File: src/design/trig_config.svh
// fifo depth, ddr3 capacity and almost-full margin defines
`ifndef TRIG_CONFIG_SVH
`define TRIG_CONFIG_SVH

// records held by the trigger information fifo
// must stay a power of two, pointers wrap naturally
`define TRIG_FIFO_DEPTH 8

// ddr3 event store size, counted in bursts
// 2^23 bursts for the full store
`define DDR3_CAPACITY 8388608

// almost-full warning fires when free bursts drop below this
`define DDR3_WARN_MARGIN 65536

`endif

File: src/design/trig_pkg.sv
// trigger record, event header, wishbone bus, readout report and receiver state types
package trig_pkg;

  // receiver fsm, one-hot
  typedef enum logic [3:0] {
    IDLE            = 4'b0001,
    SEND_TRIGGER    = 4'b0010,
    STORE_TRIG_INFO = 4'b0100,
    ERROR           = 4'b1000
  } rx_state_t;

  // one entry of the trigger information fifo
  typedef struct packed {
    logic        empty_event; // no channel data for this trigger
    logic [4:0]  trig_type;
    logic [23:0] event_num;   // accepted event count
    logic [23:0] trig_num;    // every ttc trigger
    logic [43:0] timestamp;
    logic [22:0] acq_size;    // bursts written to ddr3
  } trig_info_t;

  // header sent downstream per trigger
  typedef struct packed {
    logic        empty_event;
    logic [4:0]  trig_type;
    logic [23:0] event_num;
    logic [23:0] trig_num;
    logic [43:0] timestamp;
  } event_hdr_t;

  // wishbone classic, single register slave so no address
  typedef struct packed {
    logic cyc;
    logic stb;
    logic we;
  } wb_m2s_t;

  typedef struct packed {
    logic       ack;
    trig_info_t dat;
  } wb_s2m_t;

  // readout report back to the receiver
  typedef struct packed {
    logic        done;
    logic [22:0] size; // bursts freed in ddr3
  } readout_t;

endpackage

File: src/design/trig_info_fifo.sv
// trigger information fifo, valid/ready write side and wishbone classic read slave
`include "trig_config.svh"

module trig_info_fifo
  import trig_pkg::*;
(
  input  logic       clk,
  input  logic       reset,

  // write side from the receiver
  input  logic       info_valid,
  input  trig_info_t info,
  output logic       info_ready,

  // wishbone read slave
  input  wb_m2s_t    wb_m2s,
  output wb_s2m_t    wb_s2m
);

  localparam int DEPTH = `TRIG_FIFO_DEPTH;
  localparam int AW    = $clog2(DEPTH);
  localparam logic [AW:0] FULL_COUNT = (AW + 1)'(DEPTH);

  trig_info_t    mem [DEPTH];
  logic [AW-1:0] wr_ptr;
  logic [AW-1:0] rd_ptr;
  logic [AW:0]   count;  // occupancy, 0..DEPTH
  logic          ack_q;
  logic          push;
  logic          pop;
  logic          rd_req;

  assign info_ready = (count != FULL_COUNT);
  assign push       = info_valid && info_ready;
  assign pop        = ack_q; // head leaves on the ack cycle
  assign rd_req     = wb_m2s.cyc && wb_m2s.stb && !wb_m2s.we;

  // head record is on dat while ack is high
  assign wb_s2m = '{ack: ack_q, dat: mem[rd_ptr]};

  always_ff @(posedge clk) begin
    if (push) mem[wr_ptr] <= info;
  end

  always_ff @(posedge clk) begin
    if (reset) begin
      wr_ptr <= '0;
      rd_ptr <= '0;
      count  <= '0;
      ack_q  <= 1'b0;
    end else begin
      if (push) wr_ptr <= wr_ptr + 1'b1;
      if (pop)  rd_ptr <= rd_ptr + 1'b1;

      unique case ({push, pop})
        2'b10:   count <= count + 1'b1;
        2'b01:   count <= count - 1'b1;
        default: count <= count;
      endcase

      // one-cycle ack, waits while empty
      ack_q <= rd_req && !ack_q && (count != '0);
    end
  end

  // an overrun would move the write pointer away from the occupancy
  a_no_overrun: assert property (@(posedge clk) disable iff (reset)
    count <= FULL_COUNT && (wr_ptr - rd_ptr) == count[AW-1:0])
    else $error("fifo pointers and occupancy disagree");

  // ack answers a live read and only with a record in store
  a_ack_not_empty: assert property (@(posedge clk) disable iff (reset)
    wb_s2m.ack |-> rd_req && count != '0)
    else $error("fifo acked a read while empty or outside a read cycle");

endmodule

File: src/design/trig_processor.sv
// trigger processor, wishbone master that turns trigger records into event headers
module trig_processor
  import trig_pkg::*;
(
  input  logic       clk,
  input  logic       reset,

  // wishbone master to the fifo
  input  wb_s2m_t    wb_s2m,
  output wb_m2s_t    wb_m2s,

  // event header stream
  input  logic       hdr_ready,
  output logic       hdr_valid,
  output event_hdr_t hdr,

  // readout report to the receiver
  output readout_t   readout
);

  typedef enum logic [1:0] {
    FETCH,   // read one record over wishbone
    PRESENT, // header offered downstream
    REPORT   // free ddr3 space of the event
  } proc_state_t;

  proc_state_t state;
  proc_state_t next_state;
  logic        req;  // drives cyc and stb together
  trig_info_t  rec;  // record being processed

  always_comb begin
    next_state = state;
    unique case (state)
      FETCH: begin
        if (wb_s2m.ack) next_state = PRESENT;
      end
      PRESENT: begin
        if (hdr_ready) begin
          // empty events never used ddr3 space
          next_state = rec.empty_event ? FETCH : REPORT;
        end
      end
      REPORT: begin
        next_state = FETCH;
      end
      default: next_state = FETCH;
    endcase
  end

  always_ff @(posedge clk) begin
    if (reset) begin
      state <= FETCH;
      req   <= 1'b0;
    end else begin
      state <= next_state;
      req   <= (next_state == FETCH); // drops on the ack edge
    end
  end

  always_ff @(posedge clk) begin
    if (state == FETCH && wb_s2m.ack) rec <= wb_s2m.dat;
  end

  assign wb_m2s = '{cyc: req, stb: req, we: 1'b0};

  assign hdr_valid = (state == PRESENT);
  assign hdr = '{
    empty_event: rec.empty_event,
    trig_type:   rec.trig_type,
    event_num:   rec.event_num,
    trig_num:    rec.trig_num,
    timestamp:   rec.timestamp
  };

  // done is high for the single REPORT cycle
  assign readout = '{done: (state == REPORT), size: rec.acq_size};

  a_req_held: assert property (@(posedge clk) disable iff (reset)
    wb_m2s.cyc && wb_m2s.stb && !wb_s2m.ack |=> wb_m2s.cyc && wb_m2s.stb)
    else $error("wishbone request dropped before ack");

endmodule

File: src/design/trig_top.sv
// trigger front end top, receiver feeding the fifo feeding the processor
module trig_top
  import trig_pkg::*;
(
  input  logic        clk,
  input  logic        reset,

  // ttc side
  input  logic        reset_trig_num,
  input  logic        reset_trig_timestamp,
  input  logic        trigger,
  input  logic [4:0]  trig_type,
  input  logic [31:0] trig_settings,
  input  logic [22:0] burst_count,
  input  logic [11:0] wfm_count,
  input  logic        acq_ready,
  output logic        acq_trigger,

  // status
  output rx_state_t   state,
  output logic [22:0] stored_bursts,
  output logic [31:0] overflow_count,
  output logic        ddr3_almost_full,
  output logic        error_trig_rate,

  // event header stream
  input  logic        hdr_ready,
  output logic        hdr_valid,
  output event_hdr_t  hdr
);

  logic       info_valid;
  logic       info_ready;
  trig_info_t info;
  wb_m2s_t    wb_m2s;
  wb_s2m_t    wb_s2m;
  readout_t   readout;

  ttc_trigger_receiver u_receiver (
    .clk                  (clk),
    .reset                (reset),
    .reset_trig_num       (reset_trig_num),
    .reset_trig_timestamp (reset_trig_timestamp),
    .trigger              (trigger),
    .trig_type            (trig_type),
    .trig_settings        (trig_settings),
    .burst_count          (burst_count),
    .wfm_count            (wfm_count),
    .acq_ready            (acq_ready),
    .acq_trigger          (acq_trigger),
    .info_ready           (info_ready),
    .info_valid           (info_valid),
    .info                 (info),
    .readout              (readout),
    .state                (state),
    .stored_bursts        (stored_bursts),
    .overflow_count       (overflow_count),
    .ddr3_almost_full     (ddr3_almost_full),
    .error_trig_rate      (error_trig_rate)
  );

  trig_info_fifo u_fifo (
    .clk        (clk),
    .reset      (reset),
    .info_valid (info_valid),
    .info       (info),
    .info_ready (info_ready),
    .wb_m2s     (wb_m2s),
    .wb_s2m     (wb_s2m)
  );

  trig_processor u_processor (
    .clk       (clk),
    .reset     (reset),
    .wb_s2m    (wb_s2m),
    .wb_m2s    (wb_m2s),
    .hdr_ready (hdr_ready),
    .hdr_valid (hdr_valid),
    .hdr       (hdr),
    .readout   (readout)
  );

endmodule

File: src/design/ttc_trigger_receiver.sv
// ttc trigger receiver fsm with trigger/event counters, timestamp and ddr3 occupancy
`include "trig_config.svh"

module ttc_trigger_receiver
  import trig_pkg::*;
(
  input  logic        clk,
  input  logic        reset,

  // ttc channel b resets
  input  logic        reset_trig_num,
  input  logic        reset_trig_timestamp,

  // trigger and acquisition settings
  input  logic        trigger,       // one-cycle pulse
  input  logic [4:0]  trig_type,
  input  logic [31:0] trig_settings, // enable bit per trigger type
  input  logic [22:0] burst_count,
  input  logic [11:0] wfm_count,
  input  logic        acq_ready,     // channels can take a trigger
  output logic        acq_trigger,

  // trigger information fifo side
  input  logic        info_ready,
  output logic        info_valid,
  output trig_info_t  info,

  // readout report from the processor
  input  readout_t    readout,

  // status
  output rx_state_t   state,
  output logic [22:0] stored_bursts,
  output logic [31:0] overflow_count,
  output logic        ddr3_almost_full,
  output logic        error_trig_rate
);

  rx_state_t   next_state;
  logic [22:0] acq_size;     // bursts for one acquisition
  logic [23:0] free_bursts;  // one bit wider, capacity is 2^23
  logic        type_enabled;
  logic        ddr3_full;
  logic        accept;       // trigger goes to the channels
  logic        overflow;
  logic [22:0] add_bursts;
  logic [22:0] sub_bursts;
  logic [23:0] trig_num;     // number given to the next trigger
  logic [23:0] event_cnt;    // number given to the next accepted event
  logic [43:0] ts_cnt;       // free running cycle count

  assign acq_size = (burst_count + 23'd1) * {11'd0, wfm_count} + 23'd2;

  // occupancy checks
  assign free_bursts      = 24'(`DDR3_CAPACITY) - {1'b0, stored_bursts};
  assign ddr3_full        = free_bursts < {1'b0, acq_size};
  assign ddr3_almost_full = free_bursts < 24'(`DDR3_WARN_MARGIN);

  // type latched in idle, checked in send_trigger
  assign type_enabled = trig_settings[info.trig_type];

  assign accept   = (state == SEND_TRIGGER) && acq_ready && type_enabled && !ddr3_full;
  assign overflow = (state == SEND_TRIGGER) && acq_ready && type_enabled && ddr3_full;

  assign info_valid      = (state == STORE_TRIG_INFO);
  assign error_trig_rate = (state == ERROR);

  always_comb begin
    next_state = state;
    unique case (state)
      IDLE: begin
        if (trigger) next_state = SEND_TRIGGER;
      end
      SEND_TRIGGER: begin
        // channels still busy with the last one
        if (!acq_ready) next_state = ERROR;
        else            next_state = STORE_TRIG_INFO;
      end
      STORE_TRIG_INFO: begin
        if (info_ready) next_state = IDLE; // fifo took the record
      end
      ERROR: begin
        next_state = ERROR; // hard error, only reset leaves
      end
      default: next_state = IDLE;
    endcase
  end

  always_ff @(posedge clk) begin
    if (reset) begin
      state       <= IDLE;
      acq_trigger <= 1'b0;
    end else begin
      state       <= next_state;
      acq_trigger <= accept; // single cycle, SEND_TRIGGER lasts one cycle
    end
  end

  // trigger and event numbering, both start at 1
  always_ff @(posedge clk) begin
    if (reset || reset_trig_num) begin
      trig_num  <= 24'd1;
      event_cnt <= 24'd1;
    end else begin
      if (state == IDLE && trigger) trig_num <= trig_num + 24'd1;
      if (accept)                   event_cnt <= event_cnt + 24'd1;
    end
  end

  always_ff @(posedge clk) begin
    if (reset || reset_trig_timestamp) ts_cnt <= '0;
    else                               ts_cnt <= ts_cnt + 44'd1;
  end

  // record fields, part latched on the trigger and part on the decision
  always_ff @(posedge clk) begin
    if (state == IDLE && trigger) begin
      info.trig_type <= trig_type;
      info.trig_num  <= trig_num;
      info.timestamp <= ts_cnt;
    end
    if (state == SEND_TRIGGER) begin
      info.empty_event <= !(type_enabled && !ddr3_full);
      info.event_num   <= event_cnt; // empty events reuse the pending number
      info.acq_size    <= acq_size;
    end
  end

  // ddr3 accounting, acquisition and readout may land on the same edge
  assign add_bursts = accept ? acq_size : 23'd0;
  assign sub_bursts = readout.done ? readout.size : 23'd0;

  always_ff @(posedge clk) begin
    if (reset) begin
      stored_bursts  <= '0;
      overflow_count <= '0;
    end else begin
      stored_bursts <= stored_bursts + add_bursts - sub_bursts;
      if (overflow) overflow_count <= overflow_count + 32'd1;
    end
  end

  a_state_onehot: assert property (@(posedge clk) disable iff (reset)
    $onehot(state))
    else $error("receiver state not one-hot");

  // record must not change while the fifo holds it off
  a_info_hold: assert property (@(posedge clk) disable iff (reset)
    info_valid && !info_ready |=> info_valid && $stable(info))
    else $error("trigger record changed before fifo accepted it");

endmodule

File: config.mk
export PLATFORM = sky130hd
export DESIGN_NAME = trig_top
export DESIGN_NICKNAME = d
export VERILOG_FILES = /design/src/design/trig_pkg.sv /design/src/design/trig_info_fifo.sv /design/src/design/trig_processor.sv /design/src/design/trig_top.sv /design/src/design/ttc_trigger_receiver.sv
export VERILOG_INCLUDE_DIRS = /design/src /design/src/design
export SDC_FILE = /design/constraint.sdc
export NUM_CORES = 2
export LEC_CHECK = 0
export CAP_MARGIN = 30
export CORE_MARGIN = 4
export CORE_UTILIZATION = 35
export DETAILED_ROUTE_END_ITERATION = 16
export DONT_BUFFER_PORTS = 1
export GPL_TIMING_DRIVEN = 0
export PLACE_DENSITY = 0.5
export SYNTH_ARGS = -nofsm -noshare
export SYNTH_HDL_FRONTEND = slang
export SYNTH_SLANG_ARGS = --single-unit
File: constraint.sdc
create_clock -name clk -period 14.2 [get_ports clk]
set_input_delay 2.84 -clock clk [delete_from_list [all_inputs] [get_ports clk]]
set_output_delay 2.84 -clock clk [all_outputs]
set_load 0.01 [all_outputs]
==> Flow_metrics.wiki <==
{| class="wikitable"
! Metric !! Value
|-
| First drt pass iteration count || 5
|-
| Sequential element share of the synthesized area || around 66%
|-
| Dominant combinational cell family by area after synthesis || multiplexers
|-
| Data required time of the critical path || between 10 and 15 ns
|-
| Post-CTS setup buffer count || 0
|-
| Number of buffers created by CTS || about 150
|-
| Post-Syn Instances || roughly 3.6k
|-
| Total non-filler cell area in the finished layout || approximately 70000 um^2
|-
| Hold bufs inserted after CTS || 0
|-
| Worst hold slack || a little over 0.4 ns
|-
| Category of the critical setup timing path || in2reg
|-
| Result of the run || complete, no violations
|-
| Slew Limit Headroom || 32.2%
|-
| Largest driver fanout on the critical path || 10
|-
| Horizontal extent of the die || 421 um
|-
| Via count of the first global-routing pass || around 33k
|-
| Worst skew pair latency || 0.79 ns
|-
| Starting density of the core || 35.2%
|-
| Layout cells sized above 1 || about a fifth
|-
| LEAKAGE || ~0.024 uW
|-
| Die Footprint || 178000 um^2
|-
| Setup skew after layout || 0.0587 ns
|-
| Most common cell in the synthesized netlist || sky130_fd_sc_hd__edfxtp_1
|-
| Data arrival time at the worst-slack endpoint || ~14 ns
|-
| Layout area overhead || 16.8%
|-
| Number of max-slew violations in the final report || 0
|-
| HPWL after detailed placement || slightly above 100 mm
|-
| Setup repair after global routing missed its margin || false
|-
| Period minus WS final || 13.70 ns
|-
| Total count of hold-check failures in the final report || 0
|-
| Type of destination of the critical path || register
|-
| Worst stage delay on the critical path || just under 0.7 ns
|-
| Total I/O pin count || 240
|-
| Detail-routed net length per standard cell || roughly 23 um
|-
| Largest net degree at the start of global routing || 22
|-
| Maximum ir drop on the vdd rail || ~0.28 mV
|-
| Xor-xnor portion of the synthesized cell area || 2.82%
|-
| Mux share of post-synthesis cell area || 11.9%
|-
| TNS Setup || 0 ns
|-
| Die Height || roughly 420 um
|-
| Top post-synthesis cells by area || sky130_fd_sc_hd__edfxtp_1 (61%), sky130_fd_sc_hd__mux4_2 (9.5%), sky130_fd_sc_hd__fa_1 (5.8%)
|-
| Number of buffers and inverters on the critical path || 2
|-
| Number of maximum-capacitance constraint violations || 0
|-
| Hold Path Stages || 1
|-
| Warnings, synthesis || 0
|-
| Number of buffers between clock root and the deepest sink || 3
|-
| Count of state elements after synthesis || around 1.4k
|-
| Placeable core area || between 150000 and 200000 um^2
|-
| Dominant synthesized flop cell || sky130_fd_sc_hd__edfxtp_1
|-
| Remaining global-route overflow || 0
|-
| Total Nets Final || roughly 4.3k
|-
| Mapped Nets || about 4.0k
|-
| Sinks on Clock Net || 1376
|-
| Adder-cell share of the synthesized area || 7.81%
|-
| Global-route wire length before repair || between 200 and 250 mm
|-
| Synthesized-area fraction occupied by and/or/nand/nor cells || approximately 6.5%
|-
| Async SR Flop Fraction || 0%
|-
| Number of cells on the critical path || 38
|-
| Distinct cell type count of the synthesized netlist || between 60 and 70
|-
| Hold Path Sink || u_fifo.ack_q$_SDFF_PP0_
|-
| Iteration-0 DRC Markers || about 1.9k
|-
| R2R Path End || u_receiver.stored_bursts[22]$_SDFF_PP0_
|-
| Top cell types by occurrence after synthesis || sky130_fd_sc_hd__edfxtp_1 (1210), sky130_fd_sc_hd__inv_1 (300), sky130_fd_sc_hd__nand2_1 (270)
|-
| Clock Pin Slew Worst Setup and Hold Paths || about 0.06 ns
|-
| Remaining antenna violation count after routing || 0
|-
| Drt via density || 4.90
|-
| Number of antenna violations at the first check in global routing || 4
|-
| Area fraction in compound gates after synthesis || under 10%
|-
| Overall power consumption || around 12000 uW
|-
| Remaining design rule violation count || 0
|-
| Cell with the largest stage delay on the worst path || sky130_fd_sc_hd__xor2_1
|-
| Post-synth design cell area || 59800 um^2
|-
| Part of the cycle the worst path needs || between 90 and 100%
|-
| Post-cts sizing count || 3
|-
| CTS tree || yes
|-
| Pwr Density || roughly 170 nW/um^2
|-
| Slack of the critical path || 0.497 ns
|-
| FF-to-FF path depth || 26
|-
| Flop-to-flop setup slack || 6.02 ns
|-
| EDFF count, synth || between 1k and 1.5k
|-
| Class of the tightest hold or removal check || reg2reg
|-
| Total via count in the routed design || roughly 31k
|-
| Instance area after placement || 64900 um^2
|-
| Total of endpoints with negative setup slack in the final report || 0
|-
| PortBufs || 0
|-
| Achievable Freq || between 70 and 80 MHz
|-
| Dpl ws || -0.867 ns
|-
| Startpoint of the most critical register-to-register path || u_receiver.stored_bursts[5]$_SDFF_PP0_
|-
| Average size of a mapped cell || between 15 and 20 um^2
|-
| Clk root buf || sky130_fd_sc_hd__clkbuf_16
|-
| H-tree level count || 4
|-
| Number of cell rows || about 150
|-
| Startpoint Class || input port
|-
| Origin of the worst min-delay path || u_processor.req$_SDFF_PP0_
|-
| Cell occurring most often along the worst timing path || sky130_fd_sc_hd__fa_1
|-
| Transition time at the pin with the least slew margin || between 1 and 1.5 ns
|-
| Library cell occupying the most area in the post-synthesis netlist || sky130_fd_sc_hd__edfxtp_1
|-
| Kind of cell adding the most delay to the critical path || adder cells
|-
| Drt total wl || 143 mm
|-
| Final weighted congestion in routability-driven placement || ~0.8
|-
| Top cell type's share of synthesized area || between 60% and 70%
|-
| GR Util All Layers || between 15 and 20%
|}
[where the power goes]
| group | switching, uW | total [uW] | internal (uW) | leakage [uW] |
|---|---|---|---|---|
| logic | 2240 | 3680 | 1440 | 0.00901 |
| clock network | 1600 | 3770 | 2160 | 0.00234 |
| registers | 165 | 4770 | 4610 | 0.0124 |
| total | 4010 | 12200 | 8210 | 0.0237 |
[cell usage in the layout (no fill, tap or decap), types with 9 or more instances in the layout]
master | netlist | final
sky130_fd_sc_hd__nor2_1 | 188 | 186
sky130_fd_sc_hd__o21a_1 | 10 | 10
sky130_fd_sc_hd__mux4_2 | 251 | 251
sky130_fd_sc_hd__clkbuf_16 | 0 | 153
sky130_fd_sc_hd__xnor2_1 | 77 | 77
sky130_fd_sc_hd__buf_4 | 1 | 24
sky130_fd_sc_hd__or2_2 | 11 | 11
sky130_fd_sc_hd__buf_1 | 29 | 28
sky130_fd_sc_hd__nor2b_1 | 22 | 22
sky130_fd_sc_hd__edfxtp_1 | 1210 | 1210
sky130_fd_sc_hd__a21oi_1 | 57 | 57
sky130_fd_sc_hd__nand4_1 | 31 | 31
sky130_fd_sc_hd__and3_1 | 31 | 31
sky130_fd_sc_hd__xor2_1 | 103 | 103
sky130_fd_sc_hd__inv_1 | 300 | 300
sky130_fd_sc_hd__nor3_1 | 36 | 33
sky130_fd_sc_hd__and2_1 | 59 | 58
sky130_fd_sc_hd__nand3_1 | 55 | 55
sky130_fd_sc_hd__clkbuf_1 | 101 | 138
sky130_fd_sc_hd__or3_1 | 32 | 32
sky130_fd_sc_hd__ha_1 | 98 | 98
sky130_fd_sc_hd__clkinv_1 | 0 | 24
sky130_fd_sc_hd__buf_6 | 0 | 105
sky130_fd_sc_hd__a21o_1 | 20 | 20
sky130_fd_sc_hd__mux2_2 | 123 | 123
sky130_fd_sc_hd__buf_12 | 0 | 11
sky130_fd_sc_hd__clkbuf_8 | 0 | 9
sky130_fd_sc_hd__nand2b_1 | 20 | 20
sky130_fd_sc_hd__clkinv_2 | 0 | 19
sky130_fd_sc_hd__o21ai_0 | 50 | 49
sky130_fd_sc_hd__and4_1 | 16 | 16
sky130_fd_sc_hd__dfxtp_1 | 166 | 166
sky130_fd_sc_hd__buf_8 | 0 | 46
sky130_fd_sc_hd__nor4_1 | 15 | 14
sky130_fd_sc_hd__nand2_1 | 270 | 270
sky130_fd_sc_hd__fa_1 | 172 | 172
[stage by stage]
stage               utilization (%)  instances
finish                         41.2       6323
floorplan                         -       3638
detailed placement             38.3       6041
global route                   41.2       6323
global placement               36.9       5856
CTS                            41.1       6317
[worst max-delay path by stage]
stage / start / to / slack (ns)
after floorplan: burst_count[0] / u_receiver.stored_bursts[22]$_SDFF_PP0_ / 1.68
after global placement: u_receiver.state[2]$_SDFFE_PP0P_ / u_fifo.mem[5][45]$_DFFE_PP_ / -8.55
after detailed placement: burst_count[0] / u_receiver.stored_bursts[22]$_SDFF_PP0_ / -0.87
after CTS: burst_count[0] / u_receiver.stored_bursts[22]$_SDFF_PP0_ / 0.07
after global routing: burst_count[0] / u_receiver.stored_bursts[22]$_SDFF_PP0_ / 0.01
final: burst_count[2] / u_receiver.stored_bursts[22]$_SDFF_PP0_ / 0.50
[registers in the layout, summed over array words and instances, names as in the netlist, 4 cells and up]
| name | count |
|---|---|
| u_receiver.trig_num | 24 |
| u_receiver.overflow_count | 32 |
| u_processor.hdr | 98 |
| u_receiver.info | 121 |
| u_receiver.stored_bursts | 23 |
| u_processor.readout | 23 |
| u_fifo.count | 4 |
| u_receiver.event_cnt | 24 |
| u_receiver.ts_cnt | 44 |
| u_fifo.mem | 968 |
| u_receiver.state | 4 |
[metal layers]
| metal | wire, um | vias up | part of all wire [%] | GRT usage, % |
|---|---|---|---|---|
| met5 | 0 | - | 0 | 0 |
| met3 | 5840 | 183 | 4.1 | 2.80 |
| met1 | 60900 | 16000 | 43 | 20.7 |
| li1 | - | 14200 | - | - |
| met2 | 72800 | 600 | 51 | 28.3 |
| met4 | 3400 | 0 | 2.4 | 4.39 |
[area by class of cell]
type,count,area [um^2]
plain buffers,134,520
multi-input cells,1828,18600
clock buffers,204,4110
well taps,2218,2780
repair buffers,188,2350
inverters,300,1130
clock inverters,72,733
diodes,3,7.51
flip-flops and latches,1376,39700
fillers,15300,99800
[cell families (layout without fill, tap and decap cells)]
| group | Yosys count | after routing |
|---|---|---|
| AOI/OAI and AO/OA | 184 | 184 |
| DFF | 1376 | 1376 |
| other | 0 | 3 |
| and+or+nand+nor | 808 | 808 |
| xor gates and xnor gates | 185 | 185 |
| muxes | 381 | 381 |
| buffers and inverters | 434 | 898 |
| adders and majority gates | 270 | 270 |
(Power assumes the default switching activity.)
